<file path="src/source/advtim_params.svh">
// advtim parameters: register map, field widths and register reset values
`ifndef ADVTIM_PARAMS_SVH
`define ADVTIM_PARAMS_SVH

// field widths
`define ADVTIM_CNT_W        16
`define ADVTIM_RCR_W        8
`define ADVTIM_DTG_W        8
`define ADVTIM_CHCFG_W      9
`define ADVTIM_NUM_INT      3

// register word addresses
`define ADVTIM_ADDR_CTRL    8'h00
`define ADVTIM_ADDR_PSC     8'h04
`define ADVTIM_ADDR_ARR     8'h08
`define ADVTIM_ADDR_RCR     8'h0C
`define ADVTIM_ADDR_CCR     8'h10
`define ADVTIM_ADDR_CHCFG   8'h14
`define ADVTIM_ADDR_DTG     8'h18
`define ADVTIM_ADDR_INT_EN  8'h1C
`define ADVTIM_ADDR_INT_STA 8'h20
`define ADVTIM_ADDR_STATUS  8'h24

// reset values, outputs idle and moe off
`define ADVTIM_PSC_RST      16'h0000
`define ADVTIM_ARR_RST      16'hFFFF
`define ADVTIM_RCR_RST      8'h00
`define ADVTIM_CCR_RST      16'h0000
`define ADVTIM_CHCFG_RST    9'h000
`define ADVTIM_DTG_RST      8'h00

`endif
</file>
<file path="src/source/advtim_pkg.sv">
// advtim package: output-compare modes and interrupt cause bit positions
package advtim_pkg;

// ====================
// output compare
// ====================

// source of the channel reference level
typedef enum logic [1:0] {
	OC_FORCE_LOW  = 2'd0,
	OC_FORCE_HIGH = 2'd1,
	OC_PWM1       = 2'd2,
	OC_PWM2       = 2'd3
} oc_mode_t;

// ====================
// interrupts
// ====================

// bit index inside INT_EN and INT_STA
typedef enum logic [1:0] {
	INT_RELOAD = 2'd0,
	INT_END    = 2'd1,
	INT_FAULT  = 2'd2
} int_cause_t;

endpackage

</file>
<file path="src/source/advtim_top.sv">
// advtim top: wishbone controlled complementary pwm pair with dead time and break
`timescale 1ns/1ps
`include "advtim_params.svh"

module advtim_top
	import advtim_pkg::*;
(
	input  logic         module_clk,
	input  logic         module_rstn,
	input  logic         wb_cyc,
	input  logic         wb_stb,
	input  logic         wb_we,
	input  logic [7:0]   wb_adr,
	input  logic [31:0]  wb_dat_w,
	output logic [31:0]  wb_dat_r,
	output logic         wb_ack,
	input  logic         brk,
	output logic         pwm_p,
	output logic         pwm_n,
	output logic         int_line
);

// regs to counter and channel
logic                      start_pulse;
logic                      clear_pulse;
logic [`ADVTIM_CNT_W-1:0]  psc;
logic [`ADVTIM_CNT_W-1:0]  arr;
logic [`ADVTIM_RCR_W-1:0]  rcr;
logic [`ADVTIM_CNT_W-1:0]  ccr;
oc_mode_t                  mode;
logic                      pol_p;
logic                      pol_n;
logic                      en_p;
logic                      en_n;
logic                      moe;
logic                      bke;
logic                      bkp;
logic [`ADVTIM_DTG_W-1:0]  dtg;

// counter and channel events
logic [`ADVTIM_CNT_W-1:0]  cnt;
logic                      update;
logic                      end_evt;
logic                      running;
logic                      fault;

// ====================
// stages
// ====================

advtim_regs u_regs (.*);

advtim_counter u_counter (.*);

advtim_channel u_channel (.*);

endmodule

</file>
<file path="src/source/advtim_channel.sv">
// advtim channel: compare, output mode, dead time, break input and pin polarity
`timescale 1ns/1ps
`include "advtim_params.svh"

module advtim_channel
	import advtim_pkg::*;
(
	input  logic                      module_clk,
	input  logic                      module_rstn,
	input  logic [`ADVTIM_CNT_W-1:0]  cnt,
	input  logic                      running,
	input  logic [`ADVTIM_CNT_W-1:0]  ccr,
	input  oc_mode_t                  mode,
	input  logic                      pol_p,
	input  logic                      pol_n,
	input  logic                      en_p,
	input  logic                      en_n,
	input  logic                      moe,
	input  logic                      bke,
	input  logic                      bkp,
	input  logic [`ADVTIM_DTG_W-1:0]  dtg,
	input  logic                      brk,
	output logic                      pwm_p,
	output logic                      pwm_n,
	output logic                      fault
);

logic [1:0]                brk_sync;
logic                      brk_act;
logic                      run_q;
logic                      ref_d;
logic                      ref_q;
logic                      gate;
logic                      p_ideal;
logic                      n_ideal;
logic                      p_on;
logic                      n_on;
logic [`ADVTIM_DTG_W-1:0]  dt_p;
logic [`ADVTIM_DTG_W-1:0]  dt_n;

// ====================
// break input
// ====================

always_ff @(posedge module_clk or negedge module_rstn)
begin
	if (!module_rstn)
		brk_sync <= 2'b00;
	else
		brk_sync <= {brk_sync[0], brk};
end

// bkp set means the pin is active high
assign brk_act = bke && (brk_sync[1] == bkp);
// moe drops next cycle, so this is a single pulse
assign fault   = brk_act & moe;

// ====================
// reference level
// ====================

always_comb
begin
	unique case (mode)
		OC_FORCE_LOW:  ref_d = 1'b0;
		OC_FORCE_HIGH: ref_d = 1'b1;
		OC_PWM1:       ref_d = (cnt < ccr);
		OC_PWM2:       ref_d = ~(cnt < ccr);
		default:       ref_d = 1'b0;
	endcase
end

// running delayed with it to stay aligned with the count
always_ff @(posedge module_clk or negedge module_rstn)
begin
	if (!module_rstn)
	begin
		ref_q <= 1'b0;
		run_q <= 1'b0;
	end
	else
	begin
		ref_q <= ref_d;
		run_q <= running;
	end
end

// ====================
// complementary pair and dead time
// ====================

assign gate    = run_q & moe & ~brk_act;
assign p_ideal = ref_q & en_p & gate;
assign n_ideal = ~ref_q & en_n & gate;

// counter reloads while its output is idle, counts down once requested
always_ff @(posedge module_clk or negedge module_rstn)
begin
	if (!module_rstn)
	begin
		dt_p <= '0;
		dt_n <= '0;
	end
	else
	begin
		if (!p_ideal)
			dt_p <= dtg;
		else if (dt_p != '0)
			dt_p <= dt_p - 1'b1;
		if (!n_ideal)
			dt_n <= dtg;
		else if (dt_n != '0)
			dt_n <= dt_n - 1'b1;
	end
end

assign p_on = p_ideal && (dt_p == '0);
assign n_on = n_ideal && (dt_n == '0);

// pin level, pol set means active low
assign pwm_p = p_on ^ pol_p;
assign pwm_n = n_on ^ pol_n;

endmodule

</file>
<file path="src/source/advtim_counter.sv">
// advtim counter: run control, prescaler, up counter and repetition counter
`timescale 1ns/1ps
`include "advtim_params.svh"

module advtim_counter
(
	input  logic                      module_clk,
	input  logic                      module_rstn,
	input  logic                      start_pulse,
	input  logic                      clear_pulse,
	input  logic                      fault,
	input  logic [`ADVTIM_CNT_W-1:0]  psc,
	input  logic [`ADVTIM_CNT_W-1:0]  arr,
	input  logic [`ADVTIM_RCR_W-1:0]  rcr,
	output logic [`ADVTIM_CNT_W-1:0]  cnt,
	output logic                      update,
	output logic                      end_evt,
	output logic                      running
);

logic [`ADVTIM_CNT_W-1:0]  psc_a;
logic [`ADVTIM_CNT_W-1:0]  arr_a;
logic [`ADVTIM_CNT_W-1:0]  psc_cnt;
logic [`ADVTIM_RCR_W-1:0]  rep_cnt;
logic                      start_pend;
logic                      start_go;
logic                      stop;
logic                      tick;
logic                      wrap;
logic                      last;

// ====================
// run control
// ====================

assign stop     = clear_pulse | fault;
assign start_go = (start_pulse | start_pend) & ~running & ~stop;

// start together with clear means restart, hold the start one cycle
always_ff @(posedge module_clk or negedge module_rstn)
begin
	if (!module_rstn)
		start_pend <= 1'b0;
	else if (fault)
		start_pend <= 1'b0;
	else if (start_pulse && clear_pulse)
		start_pend <= 1'b1;
	else if (start_go)
		start_pend <= 1'b0;
end

always_ff @(posedge module_clk or negedge module_rstn)
begin
	if (!module_rstn)
		running <= 1'b0;
	else if (last || stop)
		running <= 1'b0;
	else if (start_go)
		running <= 1'b1;
end

// ====================
// counting
// ====================

assign tick = running && (psc_cnt == psc_a);
assign wrap = tick && (cnt == arr_a);
assign last = wrap && (rep_cnt == '0);

// active copies, refreshed at start and on every wrap
always_ff @(posedge module_clk)
begin
	if (start_go || wrap)
	begin
		psc_a <= psc;
		arr_a <= arr;
	end
end

always_ff @(posedge module_clk or negedge module_rstn)
begin
	if (!module_rstn)
	begin
		psc_cnt <= '0;
		cnt     <= '0;
		rep_cnt <= '0;
	end
	else if (start_go || stop)
	begin
		psc_cnt <= '0;
		cnt     <= '0;
		rep_cnt <= rcr;
	end
	else if (running)
	begin
		psc_cnt <= tick ? '0 : psc_cnt + 1'b1;
		if (tick)
			cnt <= wrap ? '0 : cnt + 1'b1;
		if (wrap && (rep_cnt != '0))
			rep_cnt <= rep_cnt - 1'b1;
	end
end

// events line up with the running drop
always_ff @(posedge module_clk or negedge module_rstn)
begin
	if (!module_rstn)
	begin
		update  <= 1'b0;
		end_evt <= 1'b0;
	end
	else
	begin
		update  <= wrap;
		end_evt <= last;
	end
end

endmodule

</file>
<file path="src/source/advtim_regs.sv">
// advtim register file: wishbone slave, shadow registers, run pulses and interrupt status
`timescale 1ns/1ps
`include "advtim_params.svh"

module advtim_regs
	import advtim_pkg::*;
(
	input  logic                      module_clk,
	input  logic                      module_rstn,
	input  logic                      wb_cyc,
	input  logic                      wb_stb,
	input  logic                      wb_we,
	input  logic [7:0]                wb_adr,
	input  logic [31:0]               wb_dat_w,
	output logic [31:0]               wb_dat_r,
	output logic                      wb_ack,
	input  logic                      running,
	input  logic [`ADVTIM_CNT_W-1:0]  cnt,
	input  logic                      update,
	input  logic                      end_evt,
	input  logic                      fault,
	output logic                      start_pulse,
	output logic                      clear_pulse,
	output logic [`ADVTIM_CNT_W-1:0]  psc,
	output logic [`ADVTIM_CNT_W-1:0]  arr,
	output logic [`ADVTIM_RCR_W-1:0]  rcr,
	output logic [`ADVTIM_CNT_W-1:0]  ccr,
	output oc_mode_t                  mode,
	output logic                      pol_p,
	output logic                      pol_n,
	output logic                      en_p,
	output logic                      en_n,
	output logic                      moe,
	output logic                      bke,
	output logic                      bkp,
	output logic [`ADVTIM_DTG_W-1:0]  dtg,
	output logic                      int_line
);

logic                          wr;
logic [`ADVTIM_CHCFG_W-1:0]    chcfg;
logic [`ADVTIM_NUM_INT-1:0]    int_en;
logic [`ADVTIM_NUM_INT-1:0]    int_sta;
logic [`ADVTIM_NUM_INT-1:0]    int_set;
logic [`ADVTIM_NUM_INT-1:0]    int_clr;

// ====================
// wishbone handshake
// ====================

// one wait state, ack for a single cycle
always_ff @(posedge module_clk or negedge module_rstn)
begin
	if (!module_rstn)
		wb_ack <= 1'b0;
	else
		wb_ack <= wb_cyc & wb_stb & ~wb_ack;
end

// write lands in the ack cycle
assign wr = wb_cyc & wb_stb & wb_ack & wb_we;

// CTRL bits are self clearing pulses
assign start_pulse = wr && (wb_adr == `ADVTIM_ADDR_CTRL) && wb_dat_w[0];
assign clear_pulse = wr && (wb_adr == `ADVTIM_ADDR_CTRL) && wb_dat_w[1];

// ====================
// shadow registers
// ====================

always_ff @(posedge module_clk or negedge module_rstn)
begin
	if (!module_rstn)
	begin
		psc    <= `ADVTIM_PSC_RST;
		arr    <= `ADVTIM_ARR_RST;
		rcr    <= `ADVTIM_RCR_RST;
		ccr    <= `ADVTIM_CCR_RST;
		chcfg  <= `ADVTIM_CHCFG_RST;
		dtg    <= `ADVTIM_DTG_RST;
		int_en <= '0;
	end
	else
	begin
		if (wr)
		begin
			case (wb_adr)
				`ADVTIM_ADDR_PSC:    psc    <= wb_dat_w[`ADVTIM_CNT_W-1:0];
				`ADVTIM_ADDR_ARR:    arr    <= wb_dat_w[`ADVTIM_CNT_W-1:0];
				`ADVTIM_ADDR_RCR:    rcr    <= wb_dat_w[`ADVTIM_RCR_W-1:0];
				`ADVTIM_ADDR_CCR:    ccr    <= wb_dat_w[`ADVTIM_CNT_W-1:0];
				`ADVTIM_ADDR_CHCFG:  chcfg  <= wb_dat_w[`ADVTIM_CHCFG_W-1:0];
				`ADVTIM_ADDR_DTG:    dtg    <= wb_dat_w[`ADVTIM_DTG_W-1:0];
				`ADVTIM_ADDR_INT_EN: int_en <= wb_dat_w[`ADVTIM_NUM_INT-1:0];
				default: ;
			endcase
		end
		// break kills moe, software has to set it again
		if (fault)
			chcfg[6] <= 1'b0;
	end
end

assign mode  = oc_mode_t'(chcfg[1:0]);
assign pol_p = chcfg[2];
assign pol_n = chcfg[3];
assign en_p  = chcfg[4];
assign en_n  = chcfg[5];
assign moe   = chcfg[6];
assign bke   = chcfg[7];
assign bkp   = chcfg[8];

// ====================
// interrupt status
// ====================

always_comb
begin
	int_set = '0;
	int_set[INT_RELOAD] = update;
	int_set[INT_END]    = end_evt;
	int_set[INT_FAULT]  = fault;
end

assign int_clr = (wr && (wb_adr == `ADVTIM_ADDR_INT_STA)) ?
	wb_dat_w[`ADVTIM_NUM_INT-1:0] : '0;

// new event wins over a clear in the same cycle
always_ff @(posedge module_clk or negedge module_rstn)
begin
	if (!module_rstn)
		int_sta <= '0;
	else
		int_sta <= (int_sta & ~int_clr) | int_set;
end

assign int_line = |(int_sta & int_en);

// read mux
always_comb
begin
	wb_dat_r = '0;
	case (wb_adr)
		`ADVTIM_ADDR_PSC:     wb_dat_r[`ADVTIM_CNT_W-1:0]   = psc;
		`ADVTIM_ADDR_ARR:     wb_dat_r[`ADVTIM_CNT_W-1:0]   = arr;
		`ADVTIM_ADDR_RCR:     wb_dat_r[`ADVTIM_RCR_W-1:0]   = rcr;
		`ADVTIM_ADDR_CCR:     wb_dat_r[`ADVTIM_CNT_W-1:0]   = ccr;
		`ADVTIM_ADDR_CHCFG:   wb_dat_r[`ADVTIM_CHCFG_W-1:0] = chcfg;
		`ADVTIM_ADDR_DTG:     wb_dat_r[`ADVTIM_DTG_W-1:0]   = dtg;
		`ADVTIM_ADDR_INT_EN:  wb_dat_r[`ADVTIM_NUM_INT-1:0] = int_en;
		`ADVTIM_ADDR_INT_STA: wb_dat_r[`ADVTIM_NUM_INT-1:0] = int_sta;
		`ADVTIM_ADDR_STATUS:
		begin
			wb_dat_r[0]     = running;
			wb_dat_r[31:16] = cnt;
		end
		default: ;
	endcase
end

endmodule

</file>
<file path="config.mk">
export PLATFORM = sky130hd
export DESIGN_NAME = advtim_top
export DESIGN_NICKNAME = d
export VERILOG_FILES = /design/src/source/advtim_pkg.sv /design/src/source/advtim_top.sv /design/src/source/advtim_channel.sv /design/src/source/advtim_counter.sv /design/src/source/advtim_regs.sv
export VERILOG_INCLUDE_DIRS = /design/src /design/src/source
export SDC_FILE = /design/constraint.sdc
export NUM_CORES = 1
export LEC_CHECK = 0
export ABC_CLOCK_PERIOD_IN_PS = 8220
export BUFFER_PORTS_ARGS = -buffer_cell sky130_fd_sc_hd__buf_2
export CAP_MARGIN = 25
export CORE_MARGIN = 2
export CORE_UTILIZATION = 64
export CTS_CLUSTER_DIAMETER = 30
export DETAILED_ROUTE_END_ITERATION = 6
export GPL_TIMING_DRIVEN = 0
export PLACE_DENSITY = 0.85
export SLEW_MARGIN = 5
export SYNTH_ARGS = -nofsm -noshare
export SYNTH_HDL_FRONTEND = slang
export SYNTH_SLANG_ARGS = --single-unit
</file>
<file path="constraint.sdc">
create_clock -name module_clk -period 8.22 [get_ports module_clk]
set_clock_uncertainty 0.1 [all_clocks]
set_input_delay 1.644 -clock module_clk [delete_from_list [all_inputs] [get_ports module_clk]]
set_output_delay 1.644 -clock module_clk [all_outputs]
set_load 0.03 [all_outputs]
</file>
# == Word-level counts from Yosys, hierarchy flattened ==
# Index checks and enable logic that the tools add are counted.
# totals
register_bits,176
output_inout_bits,36
elab_cells,145
# classes
mux,30
n_reduce_logical,41
addsub,5
n_lt_le_gt_ge,1
bitwise_logic,27
n_eq_ne,17
# ops
cell,n
16-bit two-way mux,8
8-bit two-way mux,7
"16-bit by 1-bit adder with 16-bit output, second input constant",2
16-bit equality test,2
"8-bit by 5-bit equality test with 1-bit output, second input constant",4
8-bit zero test,4
5-bit case mux with 6 select lines,1
8-bit nonzero test,3
"8-bit by 1-bit subtractor with 8-bit output, second input constant",3
7-bit case mux with 3 select lines,1
2-bit AND reduction,10
"8-bit by 4-bit equality test with 1-bit output, second input constant",2
"8-bit by 6-bit equality test with 1-bit output, second input constant",2
16-bit < comparator,1
2-bit case mux with 8 select lines,1
7-bit two-way mux,2
1-bit bitwise AND,13
1-bit logical AND,12
2-bit nonzero test,6
1-bit case mux with 9 select lines,1
"8-bit by 3-bit equality test with 1-bit output, second input constant",1
1-bit case mux with 4 select lines,2
3-bit bitwise AND,2
1-bit two-way mux,6
other kinds (14),25

# == Depth between registers and ports, before layout ==
# Gate-level depths: netlist of run 1.
# logic_depth
ltp_word,11
depth_mapped,9

# == Cells and area by module ==
# A second synthesis of run 1 with hierarchy kept.
# unflattened
cells_unflattened,783
area_unflattened_um2,9077.5
# by_module_without_submodules
module,cells_each,area_each_um2,seq_area_each_um2,n_inst
advtim_regs,304,3990.1,2021.9,1
advtim_counter,324,3662.3,2062.0,1
advtim_channel,155,1425.1,500.5,1

# == Worst setup path after synthesis of run 1 ==
# OpenSTA, ideal clock, no wires.
# synth_timing
kind,input-to-reg
start,input port wb_adr[5]
end,"register u_counter.arr_a[0], enable pin"
t_required_ns,7.654
path_slack_ns,2.780
stages,4
arrival_time_ns,4.874
setup_time_ns,0.466
path_cell_list,nor4_1 > nand4_1 > a21o_1 > o21ai_0
# synth_via
elab_chain_cells,7
word_cells_on_any_way,10
# synth_rtl
item,line,source
start: declaration,advtim_top.sv:13,"input logic [7:0] wb_adr,"
8-bit zero test (no source line) (*),--,
1-bit logical AND (*),"advtim_regs.sv:64, advtim_regs.sv:65",
"1-bit logical AND, on equally long branches","advtim_regs.sv:64, advtim_regs.sv:65",
"1-bit bitwise OR, on equally long branches","advtim_counter.sv:37, advtim_counter.sv:36",
1-bit bitwise AND / 1-bit inverter (equally long branches),advtim_counter.sv:37,assign start_go = (start_pulse | start_pend) & ~running & ~stop;
1-bit bitwise AND (*),advtim_counter.sv:37,
1-bit logical OR (*),advtim_counter.sv:73,if (start_go || wrap)
end signal: assignment,advtim_counter.sv:76,arr_a <= arr;
end: declaration,advtim_counter.sv:22,logic [`ADVTIM_CNT_W-1:0] arr_a;
# Mark *: on every way between the ends. The rest lies on a longest branch, timed or not.
# A chain may end at the register's enable or synchronous reset.

# == Worst setup path in the final report of run 1 ==
# layout_timing
start,input port wb_adr[3]
end,output port wb_dat_r[5]
# layout_via
elab_chain_cells,2
word_cells_on_any_way,7
# layout_rtl
item,line,source
"8-bit by 5-bit equality test with 1-bit output, or another cell as far along",advtim_regs.sv:143,case (wb_adr)
5-bit case mux with 6 select lines (*),advtim_regs.sv:143,
end: declaration,advtim_top.sv:15,"output logic [31:0] wb_dat_r,"
# Marked as above.

==> summary.txt, run 1 <==
boundary pin count -> 82
commonest cells after routing, fill and taps aside -> 128 x sky130_fd_sc_hd__dfrtp_1, 75 x sky130_fd_sc_hd__mux2_2, 67 x sky130_fd_sc_hd__buf_2, 67 x sky130_fd_sc_hd__nand2_1, 60 x sky130_fd_sc_hd__nor2_1
peak clock frequency supported by timing -> 171 MHz
Design Area, Final -> 9930 µm²
register bit count reported by yosys -> 176
Wirelength per Cell -> 20.4 µm
final critical-path share of the clock period -> 0.713
post-place setup slack -> 2.46 ns
part of the Yosys area used for sequential elements -> 0.522
Clock Tree Root -> sky130_fd_sc_hd__clkbuf_16
worst min-delay path category -> reg2reg
setup slack of the critical path after layout -> 2.36 ns
master of the slowest instance on the critical path -> sky130_fd_sc_hd__nor2_1
height of the chip -> 121 µm
count of nets after finishing -> 960
most common cell after layout, fill and taps aside -> sky130_fd_sc_hd__dfrtp_1
total power of the final layout -> 1.68 mW
wire length of the first global-routing pass -> 35100 µm
PostCTS Resize Cnt -> 0
most frequent cell on the critical path -> sky130_fd_sc_hd__buf_2
Pleak -> 4.51 nW
Main synth FF type -> sky130_fd_sc_hd__dfrtp_1
detailed-placement wirelength estimate -> 15500 µm
starting density of the core -> 0.658
family with the most delay on the worst path -> simple AND/OR/NAND/NOR gates
vias in the first global route -> 6568
highest fanout seen on the critical path -> 10
area of the mapped netlist -> 8790 µm²
worst path required time -> 6.48 ns
vias -> 6853
instance count on the critical path -> 8
transition time at the pin with the least slew margin -> 0.848 ns
H-tree depth -> 4
largest net degree at the start of global routing -> 93
top cells by area in the synthesized netlist -> sky130_fd_sc_hd__dfrtp_1 36%, sky130_fd_sc_hd__edfxtp_1 11%, sky130_fd_sc_hd__mux2_2 9.6%, sky130_fd_sc_hd__dfstp_2 4.8%, sky130_fd_sc_hd__xor2_1 4.6%
Final Routed Wirelength -> 22100 µm
number of setup violations in the final report -> 0
count of buffer and inverter cells on the critical path -> 3
Reg2Reg Depth -> 7
buffers inserted during post-CTS setup optimization -> 0
arrival time of data at the critical path endpoint -> 4.11 ns
number of buffers on the longest clock path -> 2
RSZ-0062 raised after global routing -> no
standard-cell rows -> 42
Synth Area per Inst -> 10.9 µm²
Synth Net Count -> 876
library cell with the largest summed area after synthesis -> sky130_fd_sc_hd__dfrtp_1
count of yosys warnings during synthesis -> 0
post-placement cell area -> 9390 µm²
cells along the critical path -> buf_2 -> nor3_1 -> nand2_1 -> nor2_1 -> clkbuf_1 -> a22oi_1 -> nand3_1 -> buf_2
Critical Path Max Stage Delay -> 0.61 ns
hold wc startpoint -> u_channel.brk_sync[0]$_DFF_PN0_
instance count of the mapped netlist -> 809
area share of the largest cell type after synthesis -> 0.364
TritonCTS clock tree -> done
antenna violation net count after detailed routing -> 0
post-route DRC violation count -> 0
count of maximum capacitance violations -> 0
die outline area -> 14700 µm²
violation count after the first detailed-routing iteration -> 863
reg-to-reg critical path endpoint -> u_counter.psc_a[15]$_DFFE_PP_
Die Span X -> 121 µm
Core Area -> 13300 µm²
diode insertion count for antenna repair -> 0
critical path class -> in2out
buffers added on ports -> 63
detailed-router iteration count before antenna repair -> 6
Register-to-Register Setup Slack -> 5.41 ns
final-report hold violation count -> 0
Worst setup SP type -> input port
endpoint kind of the worst setup timing path -> output pin
startpoint of the lowest-slack register-to-register path -> u_counter.psc_cnt[11]$_DFFE_PN0P_
# hold bufs at CTS -> 0
routability cong. -> 0.895
leftover overflow at the end of global routing -> 0
CTS clock-pin slew for the worst setup and hold paths -> 0.07 ns
initial antenna violation count -> 0
Distinct cells, synth -> 51
cell area power density -> 169 nW/µm²
Hold Path Depth -> 0
number of enable-type register cells in the synthesized netlist -> 32
global-route total usage across every layer -> 0.317
number of clock sinks -> 176
Hold Path Sink -> u_channel.brk_sync[1]$_DFF_PN0_
area added between synthesis and finish -> 12.9%
Async S/R FF share, synth -> 0.818
post-layout min period -> 5.86 ns
Worst IR Drop VDD -> 170 µV
final count of pins violating max slew -> 0
number of vias per cell -> 6.33
Fin Setup TNS -> 0 ns
insertion delay to the later sink of the worst-skew pair -> 0.44 ns
max_slew headroom -> 0.433
status -> finished clean
share of final-layout standard cells stronger than drive strength 1 -> 0.223
clock buffer count from CTS -> 17
[worst reg2reg max path: stages, from the launching register on]
cell and delay, ns:
sky130_fd_sc_hd__dfrtp_1 0.44, sky130_fd_sc_hd__xor2_1 0.17, sky130_fd_sc_hd__nor4_1 0.43, sky130_fd_sc_hd__nand4_2 0.34
sky130_fd_sc_hd__nor2_1 0.37, sky130_fd_sc_hd__nand2_1 0.23, sky130_fd_sc_hd__o21ai_4 0.17, sky130_fd_sc_hd__buf_12 0.23
[metrics by stage]
step                utilization  hold WS (ns)  std cells
global placement          0.699         0.231       1048
CTS                       0.744         0.268       1082
floorplan                     -         0.231        809
global route              0.744         0.270       1082
detailed placement        0.703         0.250       1050
finish                    0.744         0.264       1082
[area by class of cell]
type                    instances  area [µm²]
inverters                      35         131
plain buffers                  28         115
well taps                     176         220
flip-flops and latches        176        4580
repair buffers                 65         369
clock inverters                14         108
fillers                       943        3420
clock buffers                  18         429
multi-input cells             570        3970
[logic make-up after synthesis]
kind of cell | synth area share
AND/OR/NAND/NOR | 0.165
flip-flops | 0.522
AO/OA/AOI/OAI | 0.0942
multiplexers | 0.0984
XOR/XNOR | 0.0628
buffers and inverters | 0.0280
adder cells (fa/ha/maj) | 0.0299
[where the power goes]
part	total [mW]	internal, mW	switching (mW)
Clock	0.743	0.390	0.353
Sequential	0.893	0.889	0.00373
Combinational	0.0438	0.0130	0.0308
Total	1.68	1.29	0.388
[routing by layer]
| metal | wire [µm] | track usage |
|---|---|---|
| met1 | 8930 | 0.441 |
| met2 | 10800 | 0.506 |
| met3 | 1840 | 0.0602 |
| met4 | 484 | 0.107 |
| met5 | 0 | 0 |
[synth_stat cells, drive strengths merged (6+ instances only)]
library cell,instances
edfxtp,32
mux2,75
xnor2,17
dfstp,16
a21o,9
nand3b,7
inv,35
and4,6
nand2,67
a31oi,6
o31ai,7
and3,10
clkbuf,22
nor4,16
and2,29
a22oi,16
o21ai,35
xor2,46
a222oi,14
or3,6
nor3,14
nor2,60
a21oi,33
nand4,18
buf,6
dfrtp,128
nand3,28
ha,21
nand2b,7
[sequential cells by signal, summed over array words and instances (netlist names), 2 cells and up]
| name | cells |
|---|---|
| u_channel.brk_sync | 2 |
| u_channel.dt_n | 8 |
| u_channel.dt_p | 8 |
| u_counter.arr_a | 16 |
| u_counter.cnt | 16 |
| u_counter.psc_a | 16 |
| u_counter.psc_cnt | 16 |
| u_counter.rep_cnt | 8 |
| u_regs.arr | 16 |
| u_regs.ccr | 16 |
| u_regs.chcfg | 9 |
| u_regs.dtg | 8 |
| u_regs.int_en | 3 |
| u_regs.int_sta | 3 |
| u_regs.psc | 16 |
| u_regs.rcr | 8 |
[worst max-delay path by stage]
stage,slack (ns),to,start
finish,2.36,wb_dat_r[5],wb_adr[3]
global placement,1.37,u_counter.arr_a[13]$_DFFE_PP_,wb_adr[4]
CTS,2.45,wb_dat_r[5],wb_adr[3]
global route,2.26,wb_dat_r[5],wb_adr[3]
floorplan,2.78,u_counter.arr_a[0]$_DFFE_PP_,wb_adr[5]
detailed placement,2.46,wb_dat_r[5],wb_adr[3]
Power figures use the tool's default switching activity.
==> inputs of run 2 (changes only) <==
- ABC_AREA: unset -> 1
- ABC_CLOCK_PERIOD_IN_PS: 8220 -> 5000
- CORE_UTILIZATION: 64 -> 55
- PLACE_DENSITY: 0.85 -> 0.77
- clock period: 8.22 -> 5 ns (I/O delays scaled with it)
==> run 2 against run 1 <==
Worst setup slack got worse by 1.3 ns. Wire length rose by 16%. Cell count rose by 43%. Critical path depth rose by 2. Total power rose by 82%. Area after synthesis rose by 9.7%. Via count rose by 23%.
==> summary.txt, run 2 <==
setup slack of the critical path after layout -> 1.04 ns (-1.32 ns)
part of the Yosys area used for sequential elements -> 0.475 (-0.0463)
endpoint kind of the worst setup timing path -> output pin
initial antenna violation count -> 0 (unchanged)
count of placed standard cells including taps -> 1513 (+44%)
highest fanout seen on the critical path -> 10 (unchanged)
antenna violation net count after detailed routing -> 0 (unchanged)
largest net degree at the start of global routing -> 76 (-18%)
Synth Net Count -> 1288 (+47%)
count of maximum capacitance violations -> 0 (unchanged)
Wirelength per Cell -> 16.6 µm (-19%)
vias in the first global route -> 7874 (+20%)
number of clock sinks -> 176 (unchanged)
area occupied by registers -> 4580 µm² (unchanged)
clock buffer count from CTS -> 17 (unchanged)
Final Routed Wirelength -> 25600 µm (+16%)
global-route total usage across every layer -> 0.291 (-0.0258)
leading cell type by number of instances after synthesis -> sky130_fd_sc_hd__nand2_1
post-layout min period -> 3.96 ns
Core Area -> 17200 µm² (+29%)
boundary pin count -> 82 (unchanged)
WHS -> 0.251 ns (-0.0125 ns)
violation count after the first detailed-routing iteration -> 722 (-16%)
number of vias per cell -> 5.47 (-14%)
Distinct cells, synth -> 41 (-20%)
arrival time of data at the critical path endpoint -> 2.86 ns (-1.25 ns)
final count of pins violating max slew -> 0 (unchanged)
PostCTS Resize Cnt -> 0 (unchanged)
net switching power figure -> 768 µW (+98%)
Pleak -> 5.24 nW (+16%)
part of the power in the clock network -> 0.460 (+0.018)
standard-cell rows -> 48 (+14%)
number of buffers on the longest clock path -> 2 (unchanged)
detailed-router iteration count before antenna repair -> 6 (unchanged)
number of setup violations in the final report -> 0 (unchanged)
share of final-layout standard cells stronger than drive strength 1 -> 0.136 (-0.0874)
worst min-delay path category -> reg2reg
max_slew headroom -> 0.514 (+0.0816)
routability cong. -> 0.905 (+1.1%)
Hold Path Depth -> 0 (unchanged)
fraction of the core area covered by cells at the end of the flow -> 0.635 (-0.109)
wire length of the first global-routing pass -> 41200 µm (+17%)
count of nets after finishing -> 1374 (+43%)
top cells by area in the synthesized netlist -> sky130_fd_sc_hd__dfrtp_1 33%, sky130_fd_sc_hd__nand2_1 14%, sky130_fd_sc_hd__edfxtp_1 10%, sky130_fd_sc_hd__inv_1 5.6%, sky130_fd_sc_hd__o21ai_0 4.8%
post-route DRC violation count -> 0 (unchanged)
RSZ-0062 raised after global routing -> no
detailed-placement wirelength estimate -> 18400 µm (+19%)
post-place setup slack -> 1.09 ns (-1.37 ns)
fin cells -> 1545 (+43%)
insertion delay to the later sink of the worst-skew pair -> 0.45 ns (about the same)
register bit count reported by yosys -> 176 (unchanged)
starting density of the core -> 0.560 (-0.0989)
Clock Tree Root -> sky130_fd_sc_hd__clkbuf_16
diode insertion count for antenna repair -> 0 (unchanged)
library cell with the largest summed area after synthesis -> sky130_fd_sc_hd__dfrtp_1
area of the mapped netlist -> 9640 µm² (+9.7%)
area added between synthesis and finish -> 13.5%
worst path required time -> 3.90 ns (-2.58 ns)
buffers inserted during post-CTS setup optimization -> 0 (unchanged)
internal cell power -> 2.29 mW (+77%)
critical path class -> in2out
TritonCTS clock tree -> done
status -> finished clean
height of the chip -> 136 µm (+13%)
final critical-path share of the clock period -> 0.792
area of combinational cells with multiple inputs -> 4260 µm² (+7.3%)
cell area power density -> 280 nW/µm² (+65%)
leftover overflow at the end of global routing -> 0 (unchanged)
Reg2Reg Depth -> 10 (+3)
commonest cells after routing, fill and taps aside -> 367 x sky130_fd_sc_hd__nand2_1, 145 x sky130_fd_sc_hd__inv_1, 128 x sky130_fd_sc_hd__dfrtp_1
Register-to-Register Setup Slack -> 2.36 ns (-3.05 ns)
vias -> 8455 (+23%)
most common cell after layout, fill and taps aside -> sky130_fd_sc_hd__nand2_1
top post-synthesis cells by count -> 367 x sky130_fd_sc_hd__nand2_1, 145 x sky130_fd_sc_hd__inv_1, 128 x sky130_fd_sc_hd__dfrtp_1, 92 x sky130_fd_sc_hd__o21ai_0, 87 x sky130_fd_sc_hd__nor2_1
die outline area -> 18600 µm² (+27%)
Worst setup SP type -> input port
H-tree depth -> 4 (unchanged)
Synth Area per Inst -> 7.90 µm² (-27%)
CTS clock-pin slew for the worst setup and hold paths -> 0.07 ns (about the same)
number of enable-type register cells in the synthesized netlist -> 32 (unchanged)
count of yosys warnings during synthesis -> 0 (unchanged)
transition time at the pin with the least slew margin -> 0.729 ns (-0.119 ns)
buffers added on ports -> 65 (+3.2%)
sequential share of power -> 0.488 (-0.044)
final-report hold violation count -> 0 (unchanged)
Sw Share -> 0.251 (+0.0204)
Main synth FF type -> sky130_fd_sc_hd__dfrtp_1
instance count of the mapped netlist -> 1221 (+51%)
filler cell count -> 1471 (+56%)
peak clock frequency supported by timing -> 252 MHz
Die Span X -> 136 µm (+13%)
combinational cell fraction of total power -> 0.052 (+0.026)
area share of the largest cell type after synthesis -> 0.332 (-0.0323)
Worst IR Drop VDD -> 273 µV (+61%)
# hold bufs at CTS -> 0 (unchanged)
Async S/R FF share, synth -> 0.818 (unchanged)
## run 2: routing by layer
layer / track usage / vias up / part of all wire
met5: 0 / - / 0
met4: 0.0880 / 0 / 0.022
met3: 0.0645 / 53 / 0.075
met2: 0.460 / 332 / 0.47
met1: 0.404 / 3976 / 0.43
li1: - / 4094 / -
## run 2: path summary, 6_finish.rpt
check	end	from
max in group asynchronous	u_regs.arr[3]$_DFFE_PN1P_	module_rstn
hold / removal	u_channel.brk_sync[1]$_DFF_PN0_	u_channel.brk_sync[0]$_DFF_PN0_
setup reg to reg	u_counter.arr_a[2]$_DFFE_PP_	u_counter.psc_cnt[0]$_DFFE_PN0P_
min in group asynchronous	u_counter.rep_cnt[2]$_DFFE_PN0P_	module_rstn
setup / recovery	wb_dat_r[11]	wb_adr[1]
hold reg to reg	u_channel.brk_sync[1]$_DFF_PN0_	u_channel.brk_sync[0]$_DFF_PN0_
## run 2: power groups by stage
| stage | clock, mW | combinational [mW] | sequential, mW |
|---|---|---|---|
| floorplan | 0 | 0.0930 | 1.51 |
| global route | 1.47 | 0.184 | 1.49 |
| finish | 1.41 | 0.159 | 1.49 |
| global placement | 0 | 0.152 | 1.52 |
| detailed placement | 0 | 0.158 | 1.52 |
| CTS | 1.41 | 0.159 | 1.49 |
## run 2: layout make-up
class	instances	share of cell area
sequential	176	0.419
buffer	37	0.0192
inverter	161	0.0552
clock inverter	14	0.0176
tap	225	0.0257
multi-input combinational	847	0.389
timing repair buffer	67	0.0353
clock buffer	18	0.0392
## run 2: through the flow
stage                     cell area [µm²]  power, mW  setup TNS, ns
after floorplan                      9640       1.61              0
after global placement              10300       1.67         -18.57
after detailed placement            10300       1.68              0
after CTS                           10900       3.06              0
after global routing                10900       3.15              0
final                               10900       3.06              0
## run 2: logic make-up (layout without fill, tap and decap cells)
| logic type | count (synthesis) | in the layout | synth area share |
|---|---|---|---|
| buf+inv | 198 | 297 | 0.0845 |
| xor+xnor | 56 | 56 | 0.0509 |
| fa+ha+maj | 21 | 21 | 0.0272 |
| compound gates | 163 | 163 | 0.0899 |
| simple gates | 607 | 607 | 0.272 |
| flops | 176 | 176 | 0.475 |
## run 2: critical path, stage by stage
cell and delay, ns:
sky130_fd_sc_hd__buf_2 0.10, sky130_fd_sc_hd__nor2_2 0.15, sky130_fd_sc_hd__inv_2 0.06, sky130_fd_sc_hd__nor3_2 0.22, sky130_fd_sc_hd__nand2_1 0.14, sky130_fd_sc_hd__inv_2 0.14, sky130_fd_sc_hd__clkbuf_1 0.50, sky130_fd_sc_hd__nand2_1 0.14
sky130_fd_sc_hd__o211ai_1 0.16, sky130_fd_sc_hd__buf_2 0.24
